## config.mk

```make
export PLATFORM = sky130hd
export DESIGN_NAME = registerSubsystem
export DESIGN_NICKNAME = d
export VERILOG_FILES = /design/src/logic/cpuPhasePkg.sv /design/src/logic/regSeqPkg.sv /design/src/logic/instructionPhaseDecoder.sv /design/src/logic/registerSequencer.sv /design/src/logic/registerSlice.sv /design/src/logic/registerReadPorts.sv /design/src/logic/registerSubsystem.sv
export SDC_FILE = /design/constraint.sdc
export NUM_CORES = 1
export LEC_CHECK = 0
export BUFFER_PORTS_ARGS = -buffer_cell sky130_fd_sc_hd__buf_2
export CAP_MARGIN = 20
export CORE_UTILIZATION = 38
export CTS_CLUSTER_SIZE = 8
export DETAILED_ROUTE_END_ITERATION = 16
export PLACE_DENSITY = 0.6
export SETUP_SLACK_MARGIN = 0.2
export SYNTH_ARGS = -nofsm -noshare
export SYNTH_HDL_FRONTEND = slang
export SYNTH_SLANG_ARGS = --single-unit
```

## constraint.sdc

```tcl
create_clock -name CLK -period 2.55 [get_ports CLK]
set_input_delay 0 -clock CLK [delete_from_list [all_inputs] [get_ports CLK]]
set_output_delay 0 -clock CLK [all_outputs]
set_load 0.02 [all_outputs]
```

## src/logic/cpuPhasePkg.sv

```systemverilog
`default_nettype none

package cpuPhasePkg;

	// Decoder states with one clock per phase
	typedef enum logic [2:0] {
		phaseFetch     = 3'd0,
		phaseDecode    = 3'd1,
		phaseExecute   = 3'd2,
		phaseCommit    = 3'd3,
		phaseDebugWait = 3'd4,
		phaseStopped   = 3'd5
	} phaseType;

	localparam int instrWidth = 16;

	// Register sequence opcode
	localparam int seqFieldMsb = 15;
	localparam int seqFieldLsb = 12;

	// Byte or word access
	localparam int byteFieldBit = 11;

	// Bits 10..8 reserved

	localparam int regAFieldMsb = 7;
	localparam int regAFieldLsb = 4;

	localparam int regBFieldMsb = 3;
	localparam int regBFieldLsb = 0;

endpackage

`default_nettype wire

```

## src/logic/regSeqPkg.sv

```systemverilog
`default_nettype none

package regSeqPkg;

	// Register sequence opcodes where codes 6..15 act as seqNone
	typedef enum logic [3:0] {
		seqNone   = 4'd0,
		seqRdaRdb = 4'd1,
		seqLdaRdb = 4'd2,
		seqLdaUpb = 4'd3,
		seqRdaUpb = 4'd4,
		seqLdaImm = 4'd5
	} regSeqType;

	typedef enum logic {
		byteWord = 1'b0,
		byteByte = 1'b1
	} byteModeType;

	localparam int regCount = 16;
	localparam int regIdxWidth = 4;
	localparam int dataWidth = 16;

	// Width of one byte lane
	localparam int laneWidth = 8;

endpackage

`default_nettype wire

```

## src/logic/instructionPhaseDecoder.sv

```systemverilog
`timescale 1ns/1ps
`default_nettype none

module instructionPhaseDecoder (
	input  logic CLK,
	input  logic reset,
	input  logic [cpuPhasePkg::instrWidth-1:0] din,
	input  logic halt,
	input  logic debugStop,
	input  logic debugStepReq,
	output logic fetch,
	output logic decode,
	output logic execute,
	output logic commit,
	output logic pcEn,
	output logic stopped,
	output logic debugActive,
	output logic debugStepAck,
	output logic [cpuPhasePkg::instrWidth-1:0] instruction
);

	cpuPhasePkg::phaseType state;
	cpuPhasePkg::phaseType nextState;

	// Set while a single-stepped instruction is in flight
	logic stepping;

	always_comb begin
		nextState = state;
		case (state)
			cpuPhasePkg::phaseFetch: nextState = cpuPhasePkg::phaseDecode;
			cpuPhasePkg::phaseDecode: nextState = cpuPhasePkg::phaseExecute;
			cpuPhasePkg::phaseExecute: nextState = cpuPhasePkg::phaseCommit;
			cpuPhasePkg::phaseCommit: begin
				// Halt wins over debug
				if (halt) begin
					nextState = cpuPhasePkg::phaseStopped;
				end else if (debugStop) begin
					nextState = cpuPhasePkg::phaseDebugWait;
				end else begin
					nextState = cpuPhasePkg::phaseFetch;
				end
			end
			cpuPhasePkg::phaseDebugWait: begin
				if (debugStepReq || !debugStop) begin
					nextState = cpuPhasePkg::phaseFetch;
				end
			end
			// Only reset leaves stopped
			cpuPhasePkg::phaseStopped: nextState = cpuPhasePkg::phaseStopped;
			default: nextState = cpuPhasePkg::phaseFetch;
		endcase
	end

	always_ff @(posedge CLK) begin
		if (reset) begin
			state <= cpuPhasePkg::phaseFetch;
		end else begin
			state <= nextState;
		end
	end

	always_ff @(posedge CLK) begin
		if (reset) begin
			stepping <= 1'b0;
		end else if (state == cpuPhasePkg::phaseDebugWait && debugStepReq) begin
			stepping <= 1'b1;
		end else if (state == cpuPhasePkg::phaseCommit) begin
			stepping <= 1'b0;
		end
	end

	// Instruction word captured at end of fetch
	always_ff @(posedge CLK) begin
		if (reset) begin
			instruction <= '0;
		end else if (state == cpuPhasePkg::phaseFetch) begin
			instruction <= din;
		end
	end

	assign fetch = state == cpuPhasePkg::phaseFetch;
	assign decode = state == cpuPhasePkg::phaseDecode;
	assign execute = state == cpuPhasePkg::phaseExecute;
	assign commit = state == cpuPhasePkg::phaseCommit;
	assign stopped = state == cpuPhasePkg::phaseStopped;
	assign debugActive = state == cpuPhasePkg::phaseDebugWait;

	assign pcEn = fetch;

	// One pulse in the commit of a stepped instruction
	assign debugStepAck = commit && stepping;

endmodule

`default_nettype wire

```

## src/logic/registerSequencer.sv

```systemverilog
`timescale 1ns/1ps
`default_nettype none

module registerSequencer (
	input  logic CLK,
	input  logic reset,
	input  regSeqPkg::regSeqType seqOp,
	input  regSeqPkg::byteModeType byteMode,
	input  logic a0,
	input  logic [regSeqPkg::regIdxWidth-1:0] regAIdx,
	input  logic [regSeqPkg::regIdxWidth-1:0] regBIdx,
	input  logic decode,
	input  logic commit,
	input  logic [regSeqPkg::dataWidth-1:0] aWriteData,
	input  logic [regSeqPkg::dataWidth-1:0] bWriteData,
	output logic regAEn,
	output logic regAWen,
	output logic regBEn,
	output logic regBWen,
	output logic [regSeqPkg::regCount-1:0] aWrLo,
	output logic [regSeqPkg::regCount-1:0] aWrHi,
	output logic [regSeqPkg::regCount-1:0] bWrLo,
	output logic [regSeqPkg::regCount-1:0] bWrHi,
	output logic [regSeqPkg::dataWidth-1:0] aLaneData,
	output logic [regSeqPkg::dataWidth-1:0] bLaneData
);

	logic aRead;
	logic bRead;
	logic aWrite;
	logic bWrite;
	logic a0Latched;
	logic byteWrite;
	logic aLoLane;
	logic aHiLane;
	logic [regSeqPkg::laneWidth-1:0] aByte;
	logic [regSeqPkg::regCount-1:0] aOneHot;
	logic [regSeqPkg::regCount-1:0] bOneHot;

	// Read and write intent per opcode
	always_comb begin
		aRead = 1'b0;
		bRead = 1'b0;
		aWrite = 1'b0;
		bWrite = 1'b0;
		case (seqOp)
			regSeqPkg::seqRdaRdb: begin
				aRead = 1'b1;
				bRead = 1'b1;
			end
			regSeqPkg::seqLdaRdb: begin
				bRead = 1'b1;
				aWrite = 1'b1;
			end
			regSeqPkg::seqLdaUpb: begin
				bRead = 1'b1;
				aWrite = 1'b1;
				bWrite = 1'b1;
			end
			regSeqPkg::seqRdaUpb: begin
				aRead = 1'b1;
				bRead = 1'b1;
				bWrite = 1'b1;
			end
			regSeqPkg::seqLdaImm: aWrite = 1'b1;
			default: ;
		endcase
	end

	// Byte address held from decode
	always_ff @(posedge CLK) begin
		if (reset) begin
			a0Latched <= 1'b0;
		end else if (decode) begin
			a0Latched <= a0;
		end
	end

	assign regAEn = (decode && aRead) || (commit && aWrite);
	assign regBEn = (decode && bRead) || (commit && bWrite);
	assign regAWen = commit && aWrite;
	assign regBWen = commit && bWrite;

	assign byteWrite = byteMode == regSeqPkg::byteByte;
	assign aLoLane = regAWen && (!byteWrite || !a0Latched);
	assign aHiLane = regAWen && (!byteWrite || a0Latched);

	// Low byte steered to the addressed lane
	assign aByte = aWriteData[regSeqPkg::laneWidth-1:0];
	assign aLaneData = !byteWrite ? aWriteData :
		a0Latched ? {aByte, {regSeqPkg::laneWidth{1'b0}}} :
		{{regSeqPkg::laneWidth{1'b0}}, aByte};
	assign bLaneData = bWriteData;

	assign aOneHot = {{(regSeqPkg::regCount - 1){1'b0}}, 1'b1} << regAIdx;
	assign bOneHot = {{(regSeqPkg::regCount - 1){1'b0}}, 1'b1} << regBIdx;

	assign aWrLo = aLoLane ? aOneHot : '0;
	assign aWrHi = aHiLane ? aOneHot : '0;
	// Port B always writes the whole word
	assign bWrLo = regBWen ? bOneHot : '0;
	assign bWrHi = regBWen ? bOneHot : '0;

endmodule

`default_nettype wire

```

## src/logic/registerSlice.sv

```systemverilog
`timescale 1ns/1ps
`default_nettype none

module registerSlice (
	input  logic CLK,
	input  logic reset,
	input  logic aWrLo,
	input  logic aWrHi,
	input  logic bWrLo,
	input  logic bWrHi,
	input  logic [regSeqPkg::dataWidth-1:0] aLaneData,
	input  logic [regSeqPkg::dataWidth-1:0] bLaneData,
	output logic [regSeqPkg::dataWidth-1:0] value
);

	// Port A has priority in each lane
	always_ff @(posedge CLK) begin
		if (reset) begin
			value <= '0;
		end else begin
			if (aWrLo) begin
				value[regSeqPkg::laneWidth-1:0] <= aLaneData[regSeqPkg::laneWidth-1:0];
			end else if (bWrLo) begin
				value[regSeqPkg::laneWidth-1:0] <= bLaneData[regSeqPkg::laneWidth-1:0];
			end

			if (aWrHi) begin
				value[regSeqPkg::dataWidth-1:regSeqPkg::laneWidth] <=
					aLaneData[regSeqPkg::dataWidth-1:regSeqPkg::laneWidth];
			end else if (bWrHi) begin
				value[regSeqPkg::dataWidth-1:regSeqPkg::laneWidth] <=
					bLaneData[regSeqPkg::dataWidth-1:regSeqPkg::laneWidth];
			end
		end
	end

endmodule

`default_nettype wire

```

## src/logic/registerReadPorts.sv

```systemverilog
`timescale 1ns/1ps
`default_nettype none

module registerReadPorts (
	input  logic CLK,
	input  logic reset,
	input  logic [regSeqPkg::dataWidth-1:0] slices [regSeqPkg::regCount],
	input  logic [regSeqPkg::regIdxWidth-1:0] regAIdx,
	input  logic [regSeqPkg::regIdxWidth-1:0] regBIdx,
	input  logic regAEn,
	input  logic regBEn,
	input  logic decode,
	output logic [regSeqPkg::dataWidth-1:0] readA,
	output logic [regSeqPkg::dataWidth-1:0] readB
);

	logic [regSeqPkg::dataWidth-1:0] selA;
	logic [regSeqPkg::dataWidth-1:0] selB;

	assign selA = slices[regAIdx];
	assign selB = slices[regBIdx];

	// Enables are also high in commit for writes, so qualify with decode
	always_ff @(posedge CLK) begin
		if (reset) begin
			readA <= '0;
			readB <= '0;
		end else begin
			if (decode && regAEn) begin
				readA <= selA;
			end
			if (decode && regBEn) begin
				readB <= selB;
			end
		end
	end

endmodule

`default_nettype wire

```

## src/logic/registerSubsystem.sv

```systemverilog
`timescale 1ns/1ps
`default_nettype none

module registerSubsystem (
	input  logic CLK,
	input  logic reset,
	input  logic [cpuPhasePkg::instrWidth-1:0] din,
	input  logic halt,
	input  logic debugStop,
	input  logic debugStepReq,
	input  logic a0,
	input  logic [regSeqPkg::dataWidth-1:0] aWriteData,
	input  logic [regSeqPkg::dataWidth-1:0] bWriteData,
	output logic fetch,
	output logic decode,
	output logic execute,
	output logic commit,
	output logic stopped,
	output logic debugActive,
	output logic debugStepAck,
	output logic pcEn,
	output logic [cpuPhasePkg::instrWidth-1:0] instruction,
	output logic [regSeqPkg::dataWidth-1:0] readA,
	output logic [regSeqPkg::dataWidth-1:0] readB
);

	regSeqPkg::regSeqType seqOp;
	regSeqPkg::byteModeType byteMode;
	logic [regSeqPkg::regIdxWidth-1:0] regAIdx;
	logic [regSeqPkg::regIdxWidth-1:0] regBIdx;
	logic regAEn;
	logic regBEn;
	logic [regSeqPkg::regCount-1:0] aWrLo;
	logic [regSeqPkg::regCount-1:0] aWrHi;
	logic [regSeqPkg::regCount-1:0] bWrLo;
	logic [regSeqPkg::regCount-1:0] bWrHi;
	logic [regSeqPkg::dataWidth-1:0] aLaneData;
	logic [regSeqPkg::dataWidth-1:0] bLaneData;
	wire  [regSeqPkg::dataWidth-1:0] sliceValues [regSeqPkg::regCount];

	// Instruction fields
	assign seqOp = regSeqPkg::regSeqType'(
		instruction[cpuPhasePkg::seqFieldMsb:cpuPhasePkg::seqFieldLsb]);
	assign byteMode = regSeqPkg::byteModeType'(instruction[cpuPhasePkg::byteFieldBit]);
	assign regAIdx = instruction[cpuPhasePkg::regAFieldMsb:cpuPhasePkg::regAFieldLsb];
	assign regBIdx = instruction[cpuPhasePkg::regBFieldMsb:cpuPhasePkg::regBFieldLsb];

	instructionPhaseDecoder u_instructionPhaseDecoder (
		.CLK(CLK),
		.reset(reset),
		.din(din),
		.halt(halt),
		.debugStop(debugStop),
		.debugStepReq(debugStepReq),
		.fetch(fetch),
		.decode(decode),
		.execute(execute),
		.commit(commit),
		.pcEn(pcEn),
		.stopped(stopped),
		.debugActive(debugActive),
		.debugStepAck(debugStepAck),
		.instruction(instruction)
	);

	registerSequencer u_registerSequencer (
		.CLK(CLK),
		.reset(reset),
		.seqOp(seqOp),
		.byteMode(byteMode),
		.a0(a0),
		.regAIdx(regAIdx),
		.regBIdx(regBIdx),
		.decode(decode),
		.commit(commit),
		.aWriteData(aWriteData),
		.bWriteData(bWriteData),
		.regAEn(regAEn),
		.regAWen(),
		.regBEn(regBEn),
		.regBWen(),
		.aWrLo(aWrLo),
		.aWrHi(aWrHi),
		.bWrLo(bWrLo),
		.bWrHi(bWrHi),
		.aLaneData(aLaneData),
		.bLaneData(bLaneData)
	);

	for (genvar i = 0; i < regSeqPkg::regCount; i++) begin : gSlice
		registerSlice u_registerSlice (
			.CLK(CLK),
			.reset(reset),
			.aWrLo(aWrLo[i]),
			.aWrHi(aWrHi[i]),
			.bWrLo(bWrLo[i]),
			.bWrHi(bWrHi[i]),
			.aLaneData(aLaneData),
			.bLaneData(bLaneData),
			.value(sliceValues[i])
		);
	end

	registerReadPorts u_registerReadPorts (
		.CLK(CLK),
		.reset(reset),
		.slices(sliceValues),
		.regAIdx(regAIdx),
		.regBIdx(regBIdx),
		.regAEn(regAEn),
		.regBEn(regBEn),
		.decode(decode),
		.readA(readA),
		.readB(readB)
	);

endmodule

`default_nettype wire

```

* Word level (Yosys, flattened, before mapping)
Cells that the tools add are included.
Word-level totals: word-level logic and storage cells 196, output and inout port bits 56, input bits 54, bits in read-only memories 0, memories 0, bits in latches 0, RAM bits 0, register bits 309
Cells by class: eq/ne operators 11, $mul 0, bitwise logic cells 2, add/sub/neg operators 0, shift-type cells 2, divide/modulo/power cells 0, mux-type cells 85, magnitude comparators 2, reductions and logical operators 56
Operator list (number):
- two-way mux 8 bit | 64
- two-way mux 16 bit | 9
- binary-select mux 16 bit (select 4 bit) | 2
- nonzero test 2 bit | 33
- << shifter 1 x 4 -> 16 bit, first input constant | 2
- one-hot mux 3 bit (6 select lines) | 1
- greater-or-equal comparator 5 bit, second input constant | 2
- logical AND 1 bit | 10
- NOT 4 -> 5 bit | 2
- two-way mux 3 bit | 3
- == test 4 x 2 -> 1 bit, second input constant | 2
- == test 4 x 3 -> 1 bit, second input constant | 2
- == test 3 x 2 -> 1 bit, second input constant | 2
- == test 3 bit, second input constant | 2
- two-way mux 1 bit | 6
- logical OR 1 bit | 5
- == test 4 x 1 -> 1 bit, second input constant | 1
- OR reduction 2 bit | 2
- OR reduction 4 bit | 1
- == test 3 x 1 -> 1 bit, second input constant | 1
- zero test 1 bit | 3
- zero test 3 bit | 1
- OR reduction 3 bit | 1
- != test 2 x 1 -> 1 bit, second input constant | 1

* Depth between registers and ports, before layout
word-level depth 7, mapped depth 8, gate-level depth less buffers 4

* Modules after synthesis
Synthesis repeated with hierarchy kept, for this count alone.
Unflattened totals: cells, all modules 1739, area total of the unflattened synthesis 19129.6 µm²
By module, submodules not included:
- registerSlice | cells an instance 70, area an instance 739.5 µm², times used 16, sequential area each 320.3 µm²
- registerReadPorts | cells an instance 353, area an instance 5375.2 µm², times used 1, sequential area each 640.6 µm²
- registerSequencer | cells an instance 168, area an instance 1084.8 µm², times used 1, sequential area each 20.0 µm²
- instructionPhaseDecoder | cells an instance 98, area an instance 838.3 µm², times used 1, sequential area each 400.4 µm²

* Least setup slack after synthesis
Ideal clock, no wire load.
path kind flip-flop to flip-flop, start register u_instructionPhaseDecoder.instruction[7] (netlist name), end register u_registerReadPorts.readA[10] (netlist name), arrival time 2073 ps, cell stages (with the launch flop) 8, path slack 347 ps, clock period less this slack 2203 ps, path buffers 3, required time 2420 ps, cell sequence dfxtp_1 > clkbuf_1 > buf_2 > buf_2 > mux4_2 > mux2i_1 > a2bb2oi_1 > o31ai_1
Between the ends: cells in the longest elaborated chain, start to end 4
Ends and longest elaborated chain:
- start, declared | line instructionPhaseDecoder.sv:19 | output logic [cpuPhasePkg::instrWidth-1:0] instruction
- start signal, assigned | line instructionPhaseDecoder.sv:78 | instruction <= din;
- NOT 4 -> 5 bit (implied by the code) | line registerReadPorts.sv:20 | assign selA = slices[regAIdx];
- binary-select mux 16 bit (select 4 bit) | line registerReadPorts.sv:20
- two-way mux 16 bit (implied by the code) (2 in series) | line registerReadPorts.sv:20
- end signal, assigned | line registerReadPorts.sv:30 | readA <= selA;
- end, declared | line registerReadPorts.sv:13 | output logic [regSeqPkg::dataWidth-1:0] readA,
Every way passes these cells. The select of a mux whose other input is x is not followed. A chain may end at the register's enable or synchronous reset.

* Final worst setup path
start register u_instructionPhaseDecoder.state[1], end register gSlice[6].u_registerSlice.value[15] (netlist name)
Between the ends: cells in the longest elaborated chain, start to end 5
Ends and longest elaborated chain:
- start, declared | line instructionPhaseDecoder.sv:22 | cpuPhasePkg::phaseType state;
- start signal, assigned | line instructionPhaseDecoder.sv:57 | state <= cpuPhasePkg::phaseFetch;
- start signal, assigned | line instructionPhaseDecoder.sv:59 | state <= nextState;
- == test 3 x 2 -> 1 bit * | line instructionPhaseDecoder.sv:85 | assign commit = state == cpuPhasePkg::phaseCommit;
- logical AND 1 bit | line registerSequencer.sv:81 | assign regAWen = commit && aWrite;
- logical AND 1 bit | line registerSequencer.sv:86 | assign aHiLane = regAWen && (!byteWrite || a0Latched);
- two-way mux 16 bit | line registerSequencer.sv:99 | assign aWrHi = aHiLane ? aOneHot : '0;
- two-way mux 8 bit / nonzero test 2 bit (equally long branches)
- end signal, assigned by index | line registerSlice.sv:24 | value[regSeqPkg::laneWidth-1:0] <= bLaneData[regSeqPkg::laneWidth-1:0];
- end signal, assigned by index | line registerSlice.sv:28 | value[regSeqPkg::dataWidth-1:regSeqPkg::laneWidth] <=
- end signal, assigned by index | line registerSlice.sv:31 | value[regSeqPkg::dataWidth-1:regSeqPkg::laneWidth] <=
- end, declared | line registerSlice.sv:13 | output logic [regSeqPkg::dataWidth-1:0] value
Mark *: on every way between the ends. The rest lies on a longest branch, timed or not.

==> results.ini <==
[sta]
rsz0062_at_grt = yes
min_period_ps = 2283
fin_crit_sh_pct = 89.53
finalClockSkew_ps = 24.93
timing.final.ws_setup_ps = 267.0
drv_slew = 0
holdWs_ps = 168.0
hold_viol = 0
setup_tns_ps = 0
worst_pin_slew_ps = 1109
setup_viol = 0
fmax_mhz = 438.0
slew_headroom_pct = 26.09

[detailed_routing]
ant_nets = 0
routedWlPerCell_um = 26.59
dr.first_iter.drc_count = 2081
wl_um = 69520
dr.pass1.iters = 6
viasPerCell = 6.540
vias = 17100
drc = 0

[floorplan]
core_area_mm2 = 0.04695
chipHeight_um = 221.1
rows = 79
ioPinCount = 110
die_w_um = 221.1
initial_utilization_pct = 38.85
die_area_mm2 = 0.04888

[power]
p_total_mw = 12.32
ir_worst_vdd_v = 0.0004132
p_leak_nw = 7.382
powerDensity_mw_per_mm2 = 574.7

[finish]
num-fill-cells = 4294
drive_above_1_share_pct = 23.46
utilization_pct = 45.65
area_growth_pct = 17.52
final_cell_area_mm2 = 0.02143
final_cells = 2615
diodes = 0
fin_nets = 2057

[synthesis]
synth_top_area_cell = dfxtp_1
synth_area_mm2 = 0.01824
yosysSeqAreaShare_pct = 33.92
synth_fp_nets = 1993
ys_ff_latch = 309
synthFlopType = dfxtp_1
syn_avg_cell_area_um2 = 9.406
synthCells = 1939
synth-edff-count = 0
yosys.area.top_type_share_pct = 33.92
ys_async_sr_fraction_pct = 0
ys.warnings.count = 0
ys_top_cells_by_area = dfxtp_1 (34%), mux4_2 (16%), mux2i_1 (9.7%), nand2_1 (6.8%), a311oi_1 (6.7%)
ys_types = 47

[placement]
hpwl_um = 45890
port_buffers = 109
place_inst = 2505
placed_area_mm2 = 0.01957
place_congestion = 0.8703
pre_cts_slack_ps = 183.2

[clock_network]
htreeDepth = 2
path_clk_slew_ps = 50
clock-root-buffer = clkbuf_16
cts_tree = done
clk_latency_ps = 580
clk_path_buf_depth = 3
cts_buffers = 44
clkSinkCount = 309

[worst_setup_path]
crit_type = reg -> reg
startpoint_type = register
cp.required_ps = 3010
cp-end-kind = register
crit_arrival_ps = 2740
critical_path.max_fanout = 28

[global_routing]
gr-total-overflow = 0
grt_max_degree = 91
grt_pass1_vias = 16500
grt_pass1_wl_um = 104900
antenna_found_initial = 1
groute.usage.overall_pct = 27.84

[min_path]
hold_path_class = in -> reg

[outcome]
outcome = finished, final reports clean

[run]
drv_cap = 0

## report_power, final
group | switching [mW] | internal (mW)
sequential | 0.158 | 4.89
combinational | 1.24 | 0.710
clock | 2.22 | 3.11
## registers in the layout, indices dropped and copies added, names as in the netlist
name and cells:
u_registerReadPorts.readA 16, u_instructionPhaseDecoder.instruction 16, u_instructionPhaseDecoder.state 3, u_instructionPhaseDecoder.stepping 1, gSlice.u_registerSlice.value 256, u_registerReadPorts.readB 16, u_registerSequencer.a0Latched 1
## routing by layer
layer / vias to the layer above / global-route usage, % / wire [µm]
met3: 170 / 4.833 / 6850
met2: 1014 / 43.93 / 31580
met1: 8421 / 37.72 / 28520
met4: 0 / 11.28 / 2572
met5: - / 0 / 0
li1: 7497 / - / -
## critical path: stages, from the launching register on
cell      delay, ps
dfxtp_1         480
and4bb_4        430
buf_4           170
o211ai_4        150
buf_12          220
or2_2           410
a311oi_1        280
## logic make-up (layout without fill, tap and decap cells)
group / after synthesis / count (layout) / synth area share, %
mux: 305 / 305 / 25.52
xor+xnor: 2 / 2 / 0.09606
buf+inv: 264 / 333 / 6.236
compound gates: 493 / 493 / 20.53
simple gates: 566 / 566 / 13.70
flops: 309 / 309 / 33.92
## final timing paths
kind	from	endpoint	slack, ps	cells past startpoint
max reg2reg	u_instructionPhaseDecoder.state[1]$_SDFFE_PP0P_	gSlice[6].u_registerSlice.value[15]$_SDFFE_PP0P_	270	6
min reg2reg	u_instructionPhaseDecoder.instruction[8]$_SDFFE_PP0N_	u_instructionPhaseDecoder.instruction[8]$_SDFFE_PP0N_	450	2
min	aWriteData[12]	gSlice[9].u_registerSlice.value[12]$_SDFFE_PP0P_	170	5
max	u_instructionPhaseDecoder.state[1]$_SDFFE_PP0P_	gSlice[6].u_registerSlice.value[15]$_SDFFE_PP0P_	270	6
## cells in the final DEF (no fill, tap or decap), types with 3 or more instances in the layout
master / count
nand2_1: 331
dfxtp_1: 301
mux2i_1: 177
a311oi_1: 139
nor3_1: 136
mux4_2: 128
a21oi_1: 120
buf_2: 108
o31ai_1: 105
buf_4: 90
dlygate4sd3_1: 52
clkbuf_16: 45
o21ai_0: 31
a2bb2oi_1: 30
nor2_1: 29
or2_2: 25
buf_12: 24
a211oi_1: 13
nor2b_1: 11
and2_1: 11
o2111ai_4: 8
a22o_1: 8
o2111ai_2: 7
o2111a_2: 6
inv_1: 5
o2111ai_1: 5
o2111a_1: 5
nand2b_1: 4
a31oi_1: 4
nand4_1: 4
dfxtp_2: 4
dfxtp_4: 4
o211ai_4: 3
clkbuf_1: 3
## synth_stat cells, types with 2 or more instances
| master | number |
|---|---|
| a211o_1 | 2 |
| buf_4 | 13 |
| mux2i_1 | 177 |
| o2111a_1 | 5 |
| a2bb2oi_1 | 30 |
| a311oi_1 | 139 |
| o21ai_0 | 31 |
| a21oi_1 | 120 |
| inv_1 | 5 |
| buf_1 | 28 |
| and3b_1 | 2 |
| o2111ai_4 | 2 |
| o2111a_2 | 6 |
| buf_2 | 54 |
| o211ai_2 | 4 |
| buf_6 | 4 |
| clkbuf_1 | 158 |
| or2_2 | 25 |
| nand3_1 | 3 |
| a22o_1 | 8 |
| nor2b_1 | 13 |
| or3_1 | 3 |
| a211oi_1 | 13 |
| nor3_1 | 136 |
| o2111ai_2 | 12 |
| nand2b_1 | 4 |
| a31oi_1 | 6 |
| mux4_2 | 128 |
| o2111ai_1 | 6 |
| o31ai_1 | 105 |
| clkinv_1 | 2 |
| dfxtp_1 | 309 |
| and2_1 | 11 |
| nor2_1 | 29 |
| nand4_1 | 4 |
| nand2_1 | 331 |
## cell type report
type	instances	area [µm²]	share of cell area, %
well taps	607	759.5	3.543
clock buffers	48	1137	5.306
flip-flops and latches	309	6206	28.95
inverters	7	27.53	0.1284
multi-input cells	1366	11050	51.57
clock inverters	3	22.52	0.1051
repair buffers	275	2228	10.40
## repair_timing
action | 4_1_cts | 5_1_grt
buffers inserted | 0 | 7
gates resized for setup | 3 | 13
pin swaps | 0 | 2
endpoints found under the setup margin | 11 | 152
hold endpoints to repair | 276 | 0
hold buffers | 52 | 0
No activity file was read; power rests on OpenSTA's default activity.
